`config.mk`:
```
export PLATFORM = sky130hd
export DESIGN_NAME = oc_release_stage_flat
export DESIGN_NICKNAME = d
export VERILOG_FILES = /design/src/oc_pkg.sv /design/src/oc_if.sv /design/src/oc_release_stage.sv /design/src/flat_wrapper.sv
export SDC_FILE = /design/constraint.sdc
export NUM_CORES = 1
export LEC_CHECK = 0
export BUFFER_PORTS_ARGS = -buffer_cell sky130_fd_sc_hd__buf_4
export CORE_AREA = 2 2 278 280
export DETAILED_ROUTE_END_ITERATION = 6
export DIE_AREA = 0 0 280 282
export HOLD_SLACK_MARGIN = 0.06
export PLACE_DENSITY = 0.32
export SETUP_SLACK_MARGIN = 0.2
export SLEW_MARGIN = 20
export SYNTH_ARGS = -nofsm -noshare
export SYNTH_HDL_FRONTEND = slang
export SYNTH_SLANG_ARGS = --single-unit
```
`constraint.sdc`:
```
create_clock -name clk -period 7 [get_ports clk]
set_clock_uncertainty 0.2 [all_clocks]
set_input_delay 1.4 -clock clk [delete_from_list [all_inputs] [get_ports clk]]
set_output_delay 1.4 -clock clk [all_outputs]
set_load 0.05 [all_outputs]
```
`src/oc_pkg.sv`:
```
package oc_pkg;

    // ==================================================
    // Sizes
    // ==================================================
    localparam int LANES      = 4;
    localparam int DATA_W     = 16;
    localparam int NUM_WARPS  = 4;
    localparam int NUM_REGS   = 16;
    localparam int NUM_BANKS  = 4;
    localparam int BANK_DEPTH = 4;
    localparam int NUM_UNITS  = 4;
    // Must stay wider than the unit count so in-flight numbers never alias
    localparam int SEQ_W      = 4;
    localparam int EX_CREDITS = 2;

    // ==================================================
    // Vector types
    // ==================================================
    typedef logic [1:0]                  warp_t;
    typedef logic [3:0]                  reg_idx_t;
    typedef logic [1:0]                  bank_t;
    typedef logic [$clog2(BANK_DEPTH)-1:0] off_t;
    typedef logic [1:0]                  unit_idx_t;
    typedef logic [SEQ_W-1:0]            seq_t;
    typedef logic [LANES-1:0]            lane_mask_t;
    typedef logic [LANES*DATA_W-1:0]     vreg_t;
    // Bit 0 rs1, bit 1 rs2
    typedef logic [1:0]                  need_t;
    typedef logic [$clog2(EX_CREDITS+1)-1:0] credit_t;

    typedef enum logic [3:0] {
        OP_NOP = 4'h0,
        OP_TID = 4'h1,
        OP_MOV = 4'h2,
        OP_NOT = 4'h3,
        OP_NEG = 4'h4,
        OP_ADD = 4'h5,
        OP_SUB = 4'h6,
        OP_AND = 4'h7,
        OP_OR  = 4'h8,
        OP_MUL = 4'h9
    } op_e;

    typedef enum logic [1:0] {
        IDLE,
        COLLECTING,
        READY
    } unit_state_e;

    // Interleaved banking, low index bits pick the bank
    function automatic bank_t bank_of(reg_idx_t r);
        return r[1:0];
    endfunction

    function automatic off_t off_of(reg_idx_t r);
        return r[3:2];
    endfunction

endpackage

```
`src/oc_if.sv`:
```


// Collect stage to release stage, per-unit view plus the free return path
interface oc_release_if;
    logic [oc_pkg::NUM_UNITS-1:0] ready;
    oc_pkg::warp_t                warp     [oc_pkg::NUM_UNITS];
    oc_pkg::seq_t                 seq      [oc_pkg::NUM_UNITS];
    oc_pkg::op_e                  op       [oc_pkg::NUM_UNITS];
    oc_pkg::reg_idx_t             rd       [oc_pkg::NUM_UNITS];
    oc_pkg::need_t                need     [oc_pkg::NUM_UNITS];
    oc_pkg::vreg_t                rs1_data [oc_pkg::NUM_UNITS];
    oc_pkg::vreg_t                rs2_data [oc_pkg::NUM_UNITS];
    logic                         free_valid;
    oc_pkg::unit_idx_t            free_unit;

    modport source (
        output ready, warp, seq, op, rd, need, rs1_data, rs2_data,
        input  free_valid, free_unit
    );
    modport sink (
        input  ready, warp, seq, op, rd, need, rs1_data, rs2_data,
        output free_valid, free_unit
    );
endinterface

```
`src/oc_release_stage.sv`:
```
`timescale 1ns/1ps

module oc_release_stage (
    input  logic             clk,
    input  logic             rst_n,
    oc_release_if.sink       rel,
    input  logic             ex_credit,
    output logic             ex_valid,
    output oc_pkg::warp_t    ex_warp,
    output oc_pkg::op_e      ex_op,
    output oc_pkg::reg_idx_t ex_rd,
    output oc_pkg::vreg_t    ex_rs1,
    output oc_pkg::vreg_t    ex_rs2
);

    oc_pkg::seq_t      next_rel [oc_pkg::NUM_WARPS];
    oc_pkg::unit_idx_t rr_ptr;
    oc_pkg::unit_idx_t sel;
    oc_pkg::credit_t   credits;
    logic              hit;
    logic              fire;

    // First ready unit that is next in its warp's issue order
    always_comb begin
        oc_pkg::unit_idx_t u;
        u   = '0;
        hit = 1'b0;
        sel = '0;
        for (int i = 0; i < oc_pkg::NUM_UNITS; i++) begin
            u = rr_ptr + oc_pkg::unit_idx_t'(i);
            if (!hit && rel.ready[u] && rel.seq[u] == next_rel[rel.warp[u]]) begin
                hit = 1'b1;
                sel = u;
            end
        end
    end

    assign fire           = hit && (credits != '0);
    assign rel.free_valid = fire;
    assign rel.free_unit  = sel;

    // Output mux, slots the op does not read go out as zero
    assign ex_valid = fire;
    assign ex_warp  = rel.warp[sel];
    assign ex_op    = rel.op[sel];
    assign ex_rd    = rel.rd[sel];
    assign ex_rs1   = rel.need[sel][0] ? rel.rs1_data[sel] : '0;
    assign ex_rs2   = rel.need[sel][1] ? rel.rs2_data[sel] : '0;

    always_ff @(posedge clk or negedge rst_n) begin
        if (!rst_n) begin
            rr_ptr  <= '0;
            credits <= oc_pkg::credit_t'(oc_pkg::EX_CREDITS);
            for (int w = 0; w < oc_pkg::NUM_WARPS; w++) begin
                next_rel[w] <= '0;
            end
        end else begin
            // One spent per release, one back per downstream pulse
            credits <= credits - oc_pkg::credit_t'(fire) + oc_pkg::credit_t'(ex_credit);
            if (fire) begin
                next_rel[rel.warp[sel]] <= next_rel[rel.warp[sel]] + 1'b1;
                rr_ptr                  <= sel + 1'b1;
            end
        end
    end

    // Downstream never returns more credits than it was given
    a_credit_max: assert property (@(posedge clk) disable iff (!rst_n)
        int'(credits) <= oc_pkg::EX_CREDITS);

endmodule

```
`src/flat_wrapper.sv`:
```
// flat-port wrapper written by rule: the top's interface ports become plain ports
module oc_release_stage_flat 
  (clk, rst_n, ex_credit, ex_valid, ex_warp, ex_op, ex_rd, ex_rs1, ex_rs2, rel_ready, rel_warp, rel_seq, rel_op, rel_rd, rel_need, rel_rs1_data, rel_rs2_data, rel_free_valid, rel_free_unit);
  oc_release_if rel_i ();
  input  logic clk;
  input  logic rst_n;
  input  logic ex_credit;
  output logic ex_valid;
  output oc_pkg::warp_t ex_warp;
  output oc_pkg::op_e ex_op;
  output oc_pkg::reg_idx_t ex_rd;
  output oc_pkg::vreg_t ex_rs1;
  output oc_pkg::vreg_t ex_rs2;
  input wire logic [$bits(rel_i.ready)-1:0] rel_ready;
  input wire logic [$bits(rel_i.warp)-1:0] rel_warp;
  input wire logic [$bits(rel_i.seq)-1:0] rel_seq;
  input wire logic [$bits(rel_i.op)-1:0] rel_op;
  input wire logic [$bits(rel_i.rd)-1:0] rel_rd;
  input wire logic [$bits(rel_i.need)-1:0] rel_need;
  input wire logic [$bits(rel_i.rs1_data)-1:0] rel_rs1_data;
  input wire logic [$bits(rel_i.rs2_data)-1:0] rel_rs2_data;
  output wire logic [$bits(rel_i.free_valid)-1:0] rel_free_valid;
  output wire logic [$bits(rel_i.free_unit)-1:0] rel_free_unit;
  assign rel_i.ready = rel_ready;
  assign rel_i.warp = {>>{rel_warp}};
  assign rel_i.seq = {>>{rel_seq}};
  assign rel_i.op = {>>{rel_op}};
  assign rel_i.rd = {>>{rel_rd}};
  assign rel_i.need = {>>{rel_need}};
  assign rel_i.rs1_data = {>>{rel_rs1_data}};
  assign rel_i.rs2_data = {>>{rel_rs2_data}};
  assign rel_free_valid = rel_i.free_valid;
  assign rel_free_unit = rel_i.free_unit;
  oc_release_stage u_core (.clk(clk), .rst_n(rst_n), .rel(rel_i), .ex_credit(ex_credit), .ex_valid(ex_valid), .ex_warp(ex_warp), .ex_op(ex_op), .ex_rd(ex_rd), .ex_rs1(ex_rs1), .ex_rs2(ex_rs2));
endmodule
```
# After elaboration in Yosys (flattened, before gate mapping)
# Index checks and enable logic that the tools add are counted.
[classes]
addsub = 7
order_cmp = 15
eq_ne = 4
n_mux = 78
n_bitwise = 10
n_reduce_logical = 13
[ops]
columns = ["cell", "count"]
rows = [
  ["$mux W64", 6],
  ["$bmux W64 S2", 2],
  ["$mux W4", 23],
  ["$bmux W4 S2", 11],
  ["$mux W2", 16],
  ["$ge A3 B3 Y1 const B", 10],
  ["$not A2 Y3", 10],
  ["$bmux W2 S2", 6],
  ["$bwmux W16", 1],
  ["$eq A4 B4 Y1", 4],
  ["$lt A2 B3 Y1 const B", 4],
  ["$logic_and A1 B1 Y1", 9],
  ["$bmux W1 S2", 4],
  ["$demux W4 S2", 1],
  ["$mux W1", 8],
  ["$add A2 B1 Y2 const B", 2],
  ["$add A2 B2 Y2 const B", 2],
  ["$add A4 B1 Y4 const B", 1],
  ["$logic_not A1 Y1", 3],
  ["$lt A3 B1 Y1 const B", 1],
  ["$add A2 B1 Y2", 1],
  ["$reduce_bool A2 Y1", 1],
  ["$sub A2 B1 Y2", 1],
]
[word_totals]
reg_bits = 20
in_bits = 583
out_inout_bits = 142
word_cells = 133

# Depth between registers and ports, before layout
# Gate-level depths: netlist (run 1).
[depth]
ltp_word = 33
mapped_depth = 19

# Worst setup path after synthesis (run 1)
# No wires, ideal clock.
[synth_timing]
kind = "input to output"
start = "input rel_warp[5]"
end = "output ex_rs1[12]"
arrival_time_ps = 5821
required_ps = 5400
setup_slack_ps = -421
path_stages = 14
n_path_buf = 4
cell_sequence = "mux4_2 -> buf_6 -> mux4_2 -> xnor2_1 -> or3_4 -> a2111oi_4 -> o21a_1 -> nor3_1 -> a21oi_2 -> buf_2 -> buf_2 -> clkbuf_1 -> a211oi_1 -> a211oi_1"
[synth_via]
elab_chain_cells = 27
[synth_rtl]
columns = ["item", "line_no", "text"]
rows = [
  ["start, declared", "flat_wrapper.sv:15", "input wire logic [$bits(rel_i.warp)-1:0] rel_warp;"],
  ["$bmux W2 S2", "oc_release_stage.sv:31", "if (!hit && rel.ready[u] && rel.seq[u] == next_rel[rel.warp[u]]) begin"],
  ["$mux W2 (implied by the code) (2 in series)", "oc_release_stage.sv:31", ""],
  ["$not A2 Y3 (implied by the code)", "oc_release_stage.sv:31", ""],
  ["$bmux W4 S2", "oc_release_stage.sv:31", ""],
  ["$mux W4 (implied by the code) (2 in series)", "oc_release_stage.sv:31", ""],
  ["$eq A4 B4 Y1", "oc_release_stage.sv:31", ""],
  ["$logic_and A1 B1 Y1", "oc_release_stage.sv:31", ""],
  ["$mux W1", "oc_release_stage.sv:31", ""],
  ["[... 7 more ...]", "-", ""],
  ["$mux W1", "oc_release_stage.sv:31", ""],
  ["$logic_not A1 Y1", "oc_release_stage.sv:31", ""],
  ["$logic_and A1 B1 Y1 (2 in series)", "oc_release_stage.sv:31", ""],
  ["$mux W2 (*)", "oc_release_stage.sv:31", ""],
  ["$not A2 Y3 (implied by the code) (*)", "oc_release_stage.sv:47", "assign ex_rs1 = rel.need[sel][0] ? rel.rs1_data[sel] : '0;"],
  ["$bmux W64 S2 / $bmux W2 S2 (equally long branches)", "oc_release_stage.sv:47", ""],
  ["$mux W64 (implied by the code) / $mux W2 (equally long branches) (2 in series)", "oc_release_stage.sv:47", ""],
  ["$mux W64 (*)", "oc_release_stage.sv:47", ""],
  ["end, declared", "flat_wrapper.sv:12", "output oc_pkg::vreg_t ex_rs1;"],
]
# Mark *: on every way between the ends. The rest lies on a longest branch, timed or not. The select of a mux whose other input is x is not followed.

# Worst setup path after layout (run 1)
[layout_timing]
start = "input rel_warp[5]"
end = "output ex_rs2[59]"
[layout_via]
elab_chain_cells = 27
[layout_rtl]
columns = ["item", "line_no", "text"]
rows = [
  ["$bmux W2 S2", "oc_release_stage.sv:31", ""],
  ["$mux W2 (implied by the code) (2 in series)", "oc_release_stage.sv:31", ""],
  ["$not A2 Y3 (implied by the code)", "oc_release_stage.sv:31", ""],
  ["$bmux W4 S2", "oc_release_stage.sv:31", ""],
  ["$mux W4 (implied by the code) (2 in series)", "oc_release_stage.sv:31", ""],
  ["$eq A4 B4 Y1", "oc_release_stage.sv:31", ""],
  ["$logic_and A1 B1 Y1", "oc_release_stage.sv:31", ""],
  ["$mux W1", "oc_release_stage.sv:31", ""],
  ["[... 7 more ...]", "-", ""],
  ["$mux W1", "oc_release_stage.sv:31", ""],
  ["$logic_not A1 Y1", "oc_release_stage.sv:31", ""],
  ["$logic_and A1 B1 Y1 (2 in series)", "oc_release_stage.sv:31", ""],
  ["$mux W2 (*)", "oc_release_stage.sv:31", ""],
  ["$not A2 Y3 (implied by the code) (*)", "oc_release_stage.sv:48", "assign ex_rs2 = rel.need[sel][1] ? rel.rs2_data[sel] : '0;"],
  ["$bmux W64 S2 / $bmux W2 S2 (equally long branches)", "oc_release_stage.sv:48", ""],
  ["$mux W64 (implied by the code) / $mux W2 (equally long branches) (2 in series)", "-", ""],
  ["$mux W64 (*)", "oc_release_stage.sv:48", ""],
  ["end, declared", "flat_wrapper.sv:13", "output oc_pkg::vreg_t ex_rs2;"],
]
# Marks and branches as above.

==> results.json, run 1 <==
{
  "end_kind": "primary output",
  "grt_overflow": 0,
  "ys_ff_latch": 20,
  "htree_num_levels": 1,
  "max_stage_delay_ns": 0.49,
  "cp.required_ns": 5.40,
  "avgSynthCellArea_um2": 8.03,
  "antenna_found_initial": 8,
  "nets": 2316,
  "cts.clk_slew.worst_paths_ns": 0.05,
  "cpMostUsedCell": "buf_4",
  "cts_buffers": 3,
  "wl_um": 57800,
  "n_fill_cell": 8401,
  "rsz0062_at_grt": "yes",
  "holdPathStages": 1,
  "setup_ws_ns": 0.256,
  "power.leakage_uw": 0.00800,
  "r2r_slack_ns": 1.13,
  "worst-slew-pin-transition_ns": 0.749,
  "critPathKind": "input port to primary output",
  "synth.yosys.seq_area_share_pct": 6.80,
  "async_reset_ff_share_pct": 100,
  "final-hold-violation-count": 0,
  "worstPathArrival_ns": 5.14,
  "dp_hpwl_um": 50000,
  "multiInputGateArea_um2": 7620,
  "row_count": 101,
  "grt_pass1_wl_um": 77600,
  "cp_max_fo": 7,
  "area_delta_synth_final_pct": 130,
  "dp.cells": 2685,
  "cts_buffer_depth": 2,
  "ys_warn_count": 0,
  "maxCapViolCount": 0,
  "vias": 10700,
  "dr.first_iter.drc_count": 334,
  "ant_nets": 0,
  "cts_tree": "yes",
  "fmax_mhz": 148,
  "maxSlewHeadroom_pct": 50.1,
  "synthDistinctLibCells": 54,
  "cts_sinks": 20,
  "synth_nets": 1505,
  "place_ws_ns": 0.0561,
  "layout-drive-gt1-share_pct": 64.5,
  "critPathLaunchType": "input port",
  "synth.cell_area_um2": 7380,
  "cts.hold.buffers_added": 0,
  "cp_slowest_cell": "mux4_2",
  "io_buffers": 724,
  "synth-main-ff-cell": "dfrtp_1",
  "first_global_vias": 11000,
  "synth_edf_count": 0,
  "grt_max_degree": 38,
  "hold_path_end": "u_core.credits[1]",
  "die_h_um": 282,
  "die_w_um": 280,
  "grt_util_all_layers_pct": 13.2,
  "final_cell_mix": "832 x buf_4, 198 x mux2i_1, 138 x nor2b_1",
  "die_area_um2": 79000,
  "wl_per_cell_um": 21.3,
  "hold_class": "flip-flop to flip-flop",
  "worstReg2RegStart": "u_core.rr_ptr[0]",
  "start_util_pct": 9.74,
  "ir_drop_mv": 0.335,
  "final.min_clock_period_ns": 6.74,
  "setup_tns_ns": 0,
  "drtPass1Iterations": 4,
  "syn-instance-count": 919,
  "reg2reg_to": "u_core.next_rel[2]",
  "final_common_cell": "buf_4",
  "powerDensity_nw_per_um2": 566,
  "status": "finished clean",
  "core_region_area_um2": 75700,
  "via_per_inst": 3.94,
  "holdCritStartpoint": "u_core.credits[1]",
  "setup_viol": 0,
  "ff_latch_area_um2": 502,
  "path_cells": "buf_8 > mux4_2 > mux4_2 > xnor2_1 > or3_4 > a2111oi_4 > buf_4 > a21o_1 > a21oi_4 > buf_12 > buf_12 > mux2i_4 > nand2_4 > o21ai_4 > buf_6 > clkbuf_16 > a211oi_2 > buf_4 > buf_4",
  "root_buffer": "clkbuf_16",
  "boundaryPins": 725,
  "drv_slew": 0,
  "gp_congestion": 0.896,
  "ff2ff_path_depth": 18,
  "instances_no_fill": 2709,
  "post-route-period-util_pct": 96.3,
  "clkLatencyLatePin_ns": 0.25,
  "drcViolationCount": 0
}
-- cell families (layout without fill, tap and decap cells) --
| logic type | count (synthesis) | after routing | share of synthesized area, % |
|---|---|---|---|
| compound gates | 324 | 324 | 32.7 |
| xor+xnor | 22 | 22 | 2.71 |
| simple gates | 196 | 196 | 15.9 |
| buf+inv | 118 | 928 | 6.87 |
| flops | 20 | 20 | 6.80 |
| mux | 236 | 236 | 34.5 |
| fa+ha+maj | 3 | 3 | 0.509 |
| other cells | 0 | 2 | 0 |
-- stage by stage --
stage	hold WS (ns)	power, µW	utilization (%)	area [µm²]
floorplan	0.267	5720	-	8190
global placement	0.276	8950	21.2	16000
detailed placement	0.288	8920	21.2	16000
global route	0.306	10100	22.4	17000
CTS	0.300	9130	21.4	16200
finish	0.297	9610	22.4	17000
-- flip-flops by register name (all words and copies together), names as in the netlist --
name	cells
u_core.next_rel	16
u_core.credits	2
u_core.rr_ptr	2
-- synthesized netlist by cell type (all sizes together), types with 4 or more instances --
cell,n,area share [%]
o211ai,6,0.61
xnor2,13,1.5
clkbuf,72,3.7
nor2,13,0.66
mux2i,201,27
inv,11,0.59
nand4b,4,0.47
nor3,4,0.27
nand2,15,0.76
xor2,9,1.2
buf,35,2.6
o21ai,12,0.81
mux2,23,3.6
mux4,12,3.7
a21oi,20,1.4
nor2b,141,12
dfrtp,19,6.4
a211oi,266,27
-- final cells by class --
cell class	instances	share of cell area [%]
multi-input cells	781	44.9
well taps	978	7.21
diodes	2	0.0295
clock buffers	4	0.523
repair buffers	913	44.1
flip-flops and latches	20	2.96
inverters	11	0.258
-- what timing repair did --
item,4_1_cts,5_1_grt
cloned,0,5
setup endpoints to repair,87,133
setup buffers,3,10
pin swaps,1,6
gates resized for setup,15,119
-- worst max-delay path, delay by kind of cell --
kind,cells,cell delay (ns)
simple gates,2,0.42
buf+inv,8,1.22
xor+xnor,1,0.13
compound gates,5,0.96
mux,3,0.99
-- routing by layer --
metal	vias up	part of all wire [%]	track usage [%]
li1	5138	-	-
met1	5104	41	16.1
met2	382	53	24.5
met3	32	5.8	2.81
met4	4	0.63	1.15
met5	-	0.042	0
-- worst max-delay path by stage --
| stage | from | to | slack [ns] | depth (start not counted) |
|---|---|---|---|---|
| 2_1_floorplan | rel_warp[5] | ex_rs1[10] | -0.40 | 14 |
| 3_3_place_gp | rel_warp[5] | ex_rs2[29] | 0.06 | 17 |
| 3_5_place_dp | rel_warp[5] | ex_rs2[29] | 0.06 | 17 |
| 4_1_cts | rel_warp[5] | ex_rs1[1] | 0.16 | 16 |
| 5_1_grt | rel_warp[2] | ex_rs1[37] | 0.13 | 15 |
| 6_report | rel_warp[5] | ex_rs2[59] | 0.26 | 19 |
-- where the power goes --
part	internal, µW	leakage (µW)	switching (µW)
combinational	3590	0.00770	5630
sequential	156	0.000260	100
clock	87.0	0.0000442	40.7
total	3840	0.00800	5770
Note: power is estimated with default switching activity, not from simulation.
==> inputs of run 2 (changes only) <==
--- a/config.mk
+++ b/config.mk
@@ -6,11 +6,13 @@
 export NUM_CORES = 1
 export LEC_CHECK = 0
 export BUFFER_PORTS_ARGS = -buffer_cell sky130_fd_sc_hd__buf_4
-export CORE_AREA = 2 2 278 280
+export CELL_PAD_IN_SITES_DETAIL_PLACEMENT = 1
+export CELL_PAD_IN_SITES_GLOBAL_PLACEMENT = 1
+export CORE_AREA = 2 2 285 287
 export DETAILED_ROUTE_END_ITERATION = 6
-export DIE_AREA = 0 0 280 282
+export DIE_AREA = 0 0 287 289
 export HOLD_SLACK_MARGIN = 0.06
-export PLACE_DENSITY = 0.32
+export PLACE_DENSITY = 0.41
 export SETUP_SLACK_MARGIN = 0.2
 export SLEW_MARGIN = 20
 export SYNTH_ARGS = -nofsm -noshare
==> results.json, run 2 (synthesized netlist as in run 1, its figures left out) <==
{
  "final.min_clock_period_ns": 6.78,
  "cts_tree": "yes",
  "wl_per_cell_um": 22.1,
  "die_w_um": 287,
  "fmax_mhz": 148,
  "die_area_um2": 82900,
  "finalInstanceArea_um2": 16400,
  "clkLatencyLatePin_ns": 0.25,
  "place_ws_ns": -0.259,
  "vias": 10600,
  "die_h_um": 289,
  "drtPass1Iterations": 4,
  "worstPathArrival_ns": 5.18,
  "n_fill_cell": 9428,
  "maxCapViolCount": 0,
  "critPathLaunchType": "input port",
  "worstReg2RegStart": "u_core.rr_ptr[0]",
  "total_power_uw": 9310,
  "regMostFlops": "u_core.next_rel",
  "cts.hold.buffers_added": 0,
  "core_region_area_um2": 79900,
  "start_util_pct": 9.23,
  "crit_buf_inv": 6,
  "cp_slowest_cell": "mux4_2",
  "nets": 2242,
  "cp_top_family": "buffers and inverters",
  "reg_top3": "u_core.next_rel x16, u_core.credits x2, u_core.rr_ptr x2",
  "power.leakage_uw": 0.00761,
  "drv_slew": 0,
  "cp-startpoint": "rel_warp[5]",
  "cts.clk_slew.worst_paths_ns": 0.06,
  "dp_hpwl_um": 50800,
  "largest_register_ffs": 16,
  "powerDensity_nw_per_um2": 566,
  "path_cells": "buf_8 > mux4_2 > mux4_2 > xnor2_2 > or3_4 > a2111oi_4 > buf_4 > o21a_4 > nor3_4 > a21oi_4 > buf_12 > buf_12 > buf_6 > mux2i_1 > a211oi_1 > buf_4",
  "cts_sinks": 20,
  "via_per_inst": 3.89,
  "post-route-period-util_pct": 96.8,
  "grt_max_degree": 44,
  "hold_class": "flip-flop to flip-flop",
  "grt_overflow": 0,
  "holdCritStartpoint": "u_core.credits[1]",
  "wl_um": 60200,
  "final_common_cell": "buf_4",
  "cts_buffer_depth": 2,
  "final-hold-violation-count": 0,
  "fin_util_pct": 20.6,
  "ir_drop_mv": 0.222,
  "grt_util_all_layers_pct": 13.2,
  "first_global_vias": 11500,
  "dr.first_iter.drc_count": 368,
  "setup_ws_ns": 0.222,
  "dpl_cell_area_um2": 15400,
  "row_count": 104,
  "fin_hold_ws_ns": 0.302,
  "antenna_found_initial": 15,
  "cts_buffers": 3,
  "status": "finished clean",
  "setup_viol": 0,
  "drcViolationCount": 0,
  "end_kind": "primary output",
  "rsz0062_at_grt": "yes",
  "cp_max_fo": 32,
  "htree_num_levels": 1,
  "cp.required_ns": 5.40,
  "root_buffer": "clkbuf_16",
  "boundaryPins": 725,
  "max_stage_delay_ns": 0.51,
  "grt_pass1_wl_um": 80800,
  "ant_nets": 0,
  "area_delta_synth_final_pct": 123,
  "critPathKind": "input port to primary output",
  "worst-slew-pin-transition_ns": 0.779,
  "layout-drive-gt1-share_pct": 61.5,
  "io_buffers": 724,
  "maxSlewHeadroom_pct": 47.7,
  "gp_congestion": 0.870,
  "final_cell_mix": "766 x buf_4, 194 x mux2i_1, 160 x a211oi_1"
}
-- run 2: area by class of cell --
type / instances / area (µm²) / share of cell area [%]
tap: 1060 / 1330 / 8.06
sequential: 20 / 502 / 3.05
inverter: 11 / 43.8 / 0.266
timing repair buffer: 839 / 6960 / 42.3
clock buffer: 4 / 88.8 / 0.540
antenna: 12 / 30.0 / 0.183
multi-input combinational: 781 / 7490 / 45.6
-- run 2: repair_timing --
action,in CTS,in global routing
setup buffers,11,9
resized for setup,32,76
setup endpoints to repair,112,131
cloned,4,4
pin swaps,0,5
-- run 2: where the power goes --
group	switching (µW)	internal (µW)	total (µW)
logic	5590	3340	8930
clock network	42.7	87.1	130
registers	90.8	156	247
total	5730	3580	9310
-- run 2: path summary, 6_finish.rpt --
check                                           end  depth (start not counted)  slack (ns)
max in group asynchronous         u_core.credits[1]                          1        5.51
worst max-delay path                     ex_rs2[49]                         16        0.22
worst max register to register   u_core.next_rel[6]                         16        1.20
min in group asynchronous       u_core.next_rel[12]                          1        0.82
worst min-delay path              u_core.credits[1]                          1        0.30
worst min register to register    u_core.credits[1]                          1        0.30
-- run 2: per-stage QoR --
stage | instances | setup TNS (ns)
floorplan | 919 | -22.65
global placement | 2683 | -0.368
detailed placement | 2683 | -0.497
CTS | 2702 | 0
global route | 2722 | 0
finish | 2727 | 0
-- run 2: per-layer routing --
metal  GRT usage (%)  wire, µm  vias up
met3            2.91      4150       39
met2            23.9     31500      360
met1            15.8     23300     5194
met4            3.05      1230        2
li1                -         -     5018
met5               0        13        -
==> inputs of run 3 (changes only) <==
--- a/config.mk
+++ b/config.mk
@@ -5,14 +5,15 @@
 export SDC_FILE = /design/constraint.sdc
 export NUM_CORES = 1
 export LEC_CHECK = 0
+export ABC_AREA = 1
 export BUFFER_PORTS_ARGS = -buffer_cell sky130_fd_sc_hd__buf_4
 export CELL_PAD_IN_SITES_DETAIL_PLACEMENT = 1
 export CELL_PAD_IN_SITES_GLOBAL_PLACEMENT = 1
-export CORE_AREA = 2 2 285 287
+export CORE_AREA = 2 2 284 286
 export DETAILED_ROUTE_END_ITERATION = 6
-export DIE_AREA = 0 0 287 289
+export DIE_AREA = 0 0 286 288
 export HOLD_SLACK_MARGIN = 0.06
-export PLACE_DENSITY = 0.41
+export PLACE_DENSITY = 0.46
 export SETUP_SLACK_MARGIN = 0.2
 export SLEW_MARGIN = 20
 export SYNTH_ARGS = -nofsm -noshare
==> results.json, run 3 <==
{
  "status": "finished clean",
  "cts_buffers": 3,
  "via_per_inst": 4.17,
  "met1_length_um": 32700,
  "row_count": 104,
  "critPathLaunchType": "input port",
  "holdCritStartpoint": "u_core.next_rel[5]",
  "critPathKind": "input port to primary output",
  "final.min_clock_period_ns": 6.42,
  "hold_path_end": "u_core.next_rel[5]",
  "grt_overflow": 0,
  "fmax_mhz": 156,
  "boundaryPins": 725,
  "regMostFlops": "u_core.next_rel",
  "cts.clk_slew.worst_paths_ns": 0.07,
  "wl_met3_um": 4950,
  "avgSynthCellArea_um2": 4.92,
  "root_buffer": "clkbuf_16",
  "io_buffers": 724,
  "die_h_um": 288,
  "synth_area_leader_cell": "nor2_1",
  "grt_max_degree": 96,
  "ys_ff_latch": 20,
  "cts_tree": "yes",
  "layout-drive-gt1-share_pct": 36.9,
  "yosys-top-cells-area": "nor2_1 20%, nand2_1 17%, o32ai_1 14%, o21ai_0 12%, inv_1 9.5%",
  "reg_top3": "u_core.next_rel x16, u_core.credits x2, u_core.rr_ptr x2",
  "wl_per_cell_um": 23.7,
  "clkLatencyLatePin_ns": 0.26,
  "final_common_cell": "buf_4",
  "place_ws_ns": 0.388,
  "start_util_pct": 10.1,
  "vias": 14000,
  "cp.required_ns": 5.40,
  "hold_class": "flip-flop to flip-flop",
  "wl_um": 79700,
  "synthDistinctLibCells": 35,
  "antenna_found_initial": 16,
  "ys_warn_count": 0,
  "drtPass1Iterations": 5,
  "synth_commonest_cells": "418 x nor2_1, 358 x nand2_1, 202 x inv_1",
  "rsz0062_at_grt": "no",
  "synth.cell_area_um2": 8020,
  "cts_buffer_depth": 2,
  "area_delta_synth_final_pct": 87.5,
  "gp_congestion": 0.977,
  "ant_nets": 0,
  "drv_slew": 0,
  "setup_viol": 0,
  "grt_util_all_layers_pct": 17.8,
  "final_cell_mix": "769 x buf_4, 418 x nor2_1, 357 x nand2_1",
  "synth.yosys.seq_area_share_pct": 6.25,
  "reg2reg_to": "u_core.next_rel[2]",
  "maxCapViolCount": 0,
  "routed.top_layer": "met5",
  "grt_pass1_wl_um": 107000,
  "synth-main-ff-cell": "dfrtp_1",
  "cts.hold.buffers_added": 0,
  "worstPathArrival_ns": 4.82,
  "die_w_um": 286,
  "setup_tns_ns": 0,
  "n_fill_cell": 10200,
  "dr.first_iter.drc_count": 808,
  "core_region_area_um2": 79600,
  "netlist.area_leader.share_pct": 19.6,
  "die_area_um2": 82400,
  "maxSlewHeadroom_pct": 52.2,
  "holdPathStages": 2,
  "async_reset_ff_share_pct": 100,
  "htree_num_levels": 1,
  "worstReg2RegStart": "u_core.rr_ptr[1]",
  "dp_hpwl_um": 67500,
  "final-hold-violation-count": 0,
  "ff2ff_path_depth": 30,
  "synth_nets": 2216,
  "synth.most_common_cell": "nor2_1",
  "fin_hold_ws_ns": 0.298,
  "synth_edf_count": 0,
  "wl_met2_um": 41000,
  "r2r_slack_ns": 1.85,
  "end_kind": "primary output",
  "largest_register_ffs": 16,
  "drcViolationCount": 0,
  "syn-instance-count": 1630,
  "cts_sinks": 20,
  "setup_ws_ns": 0.581,
  "fin_util_pct": 18.9,
  "worst-slew-pin-transition_ns": 0.709,
  "cp_max_fo": 44,
  "first_global_vias": 14400,
  "post-route-period-util_pct": 91.7,
  "nets": 2886
}
[run 3: changes by cell type after synthesis, moves of 140 or more]
cell and delta:
nand2_1 +343, inv_1 +193, nor2_1 +405, o21ai_0 +182
nor2b_1 -140, a211oi_1 -266, mux2i_1 -201
[run 3: what timing repair did]
item                       4_1_cts  5_1_grt
gates resized for setup          0        9
setup buffers                    0        3
setup endpoints to repair        0       18
[run 3: cell type report]
type,instances,area (µm²),area share [%]
Sequential cell,20,503,3.34
Antenna cell,3,7.51,0.0499
Inverter,209,795,5.28
Timing Repair Buffer,783,6050,40.2
Tap cell,1060,1330,8.81
Multi-Input combinational cell,1283,6270,41.7
Clock buffer,4,88.8,0.590
[run 3: cell families (layout without fill, tap and decap cells)]
family	after synthesis	in the layout	share of synthesized area, %
AO/OA/AOI/OAI	356	356	28.8
XOR/XNOR	2	2	0.218
adder cells (fa/ha/maj)	3	3	0.468
buffers and inverters	329	996	16.9
flip-flops	20	20	6.25
other	0	3	0
AND/OR/NAND/NOR	920	922	47.4
[run 3: critical path, stage by stage]
cell and delay [ns]:
buf_4 0.12, nand2_1 0.14, nand3_2 0.21, nand2_2 0.21, nand2_1 0.08, nand3_1 0.08, nand2_1 0.08, nand2_1 0.06
nand2_1 0.06, nor2_1 0.09, nand3_1 0.17, inv_1 0.13, nand2_1 0.09, nand2_4 0.18, nand2_4 0.14, nand2_8 0.21
buf_12 0.24, buf_4 0.28, nor2_1 0.13, o32ai_1 0.29, nand2_1 0.08, inv_1 0.06, buf_4 0.19
[run 3: worst max-delay path by stage]
stage,slack [ns],end,cells past startpoint,startpoint
2_1_floorplan,0.95,ex_op[0],20,rel_warp[4]
3_3_place_gp,0.42,ex_rs1[44],22,rel_warp[4]
3_5_place_dp,0.39,ex_rs2[2],22,rel_warp[0]
4_1_cts,0.37,ex_rs2[2],22,rel_warp[0]
5_1_grt,0.27,ex_rs1[61],23,rel_warp[5]
6_report,0.58,ex_rs2[33],23,rel_warp[0]
[run 3: through the flow]
step	area (µm²)	cells
floorplan	8020	1630
global placement	14800	3350
detailed placement	14800	3350
CTS	14900	3354
global route	15000	3361
finish	15000	3362
[run 3: metal layers]
layer | GRT usage [%] | vias up
li1 | - | 6667
met2 | 33.7 | 526
met4 | 1.45 | 8
met3 | 3.25 | 67
met5 | 0 | -
met1 | 21.6 | 6737
Power of run 3 is not shown: default switching activity piles up to over one toggle a cycle in this logic, so the estimate is an artifact.
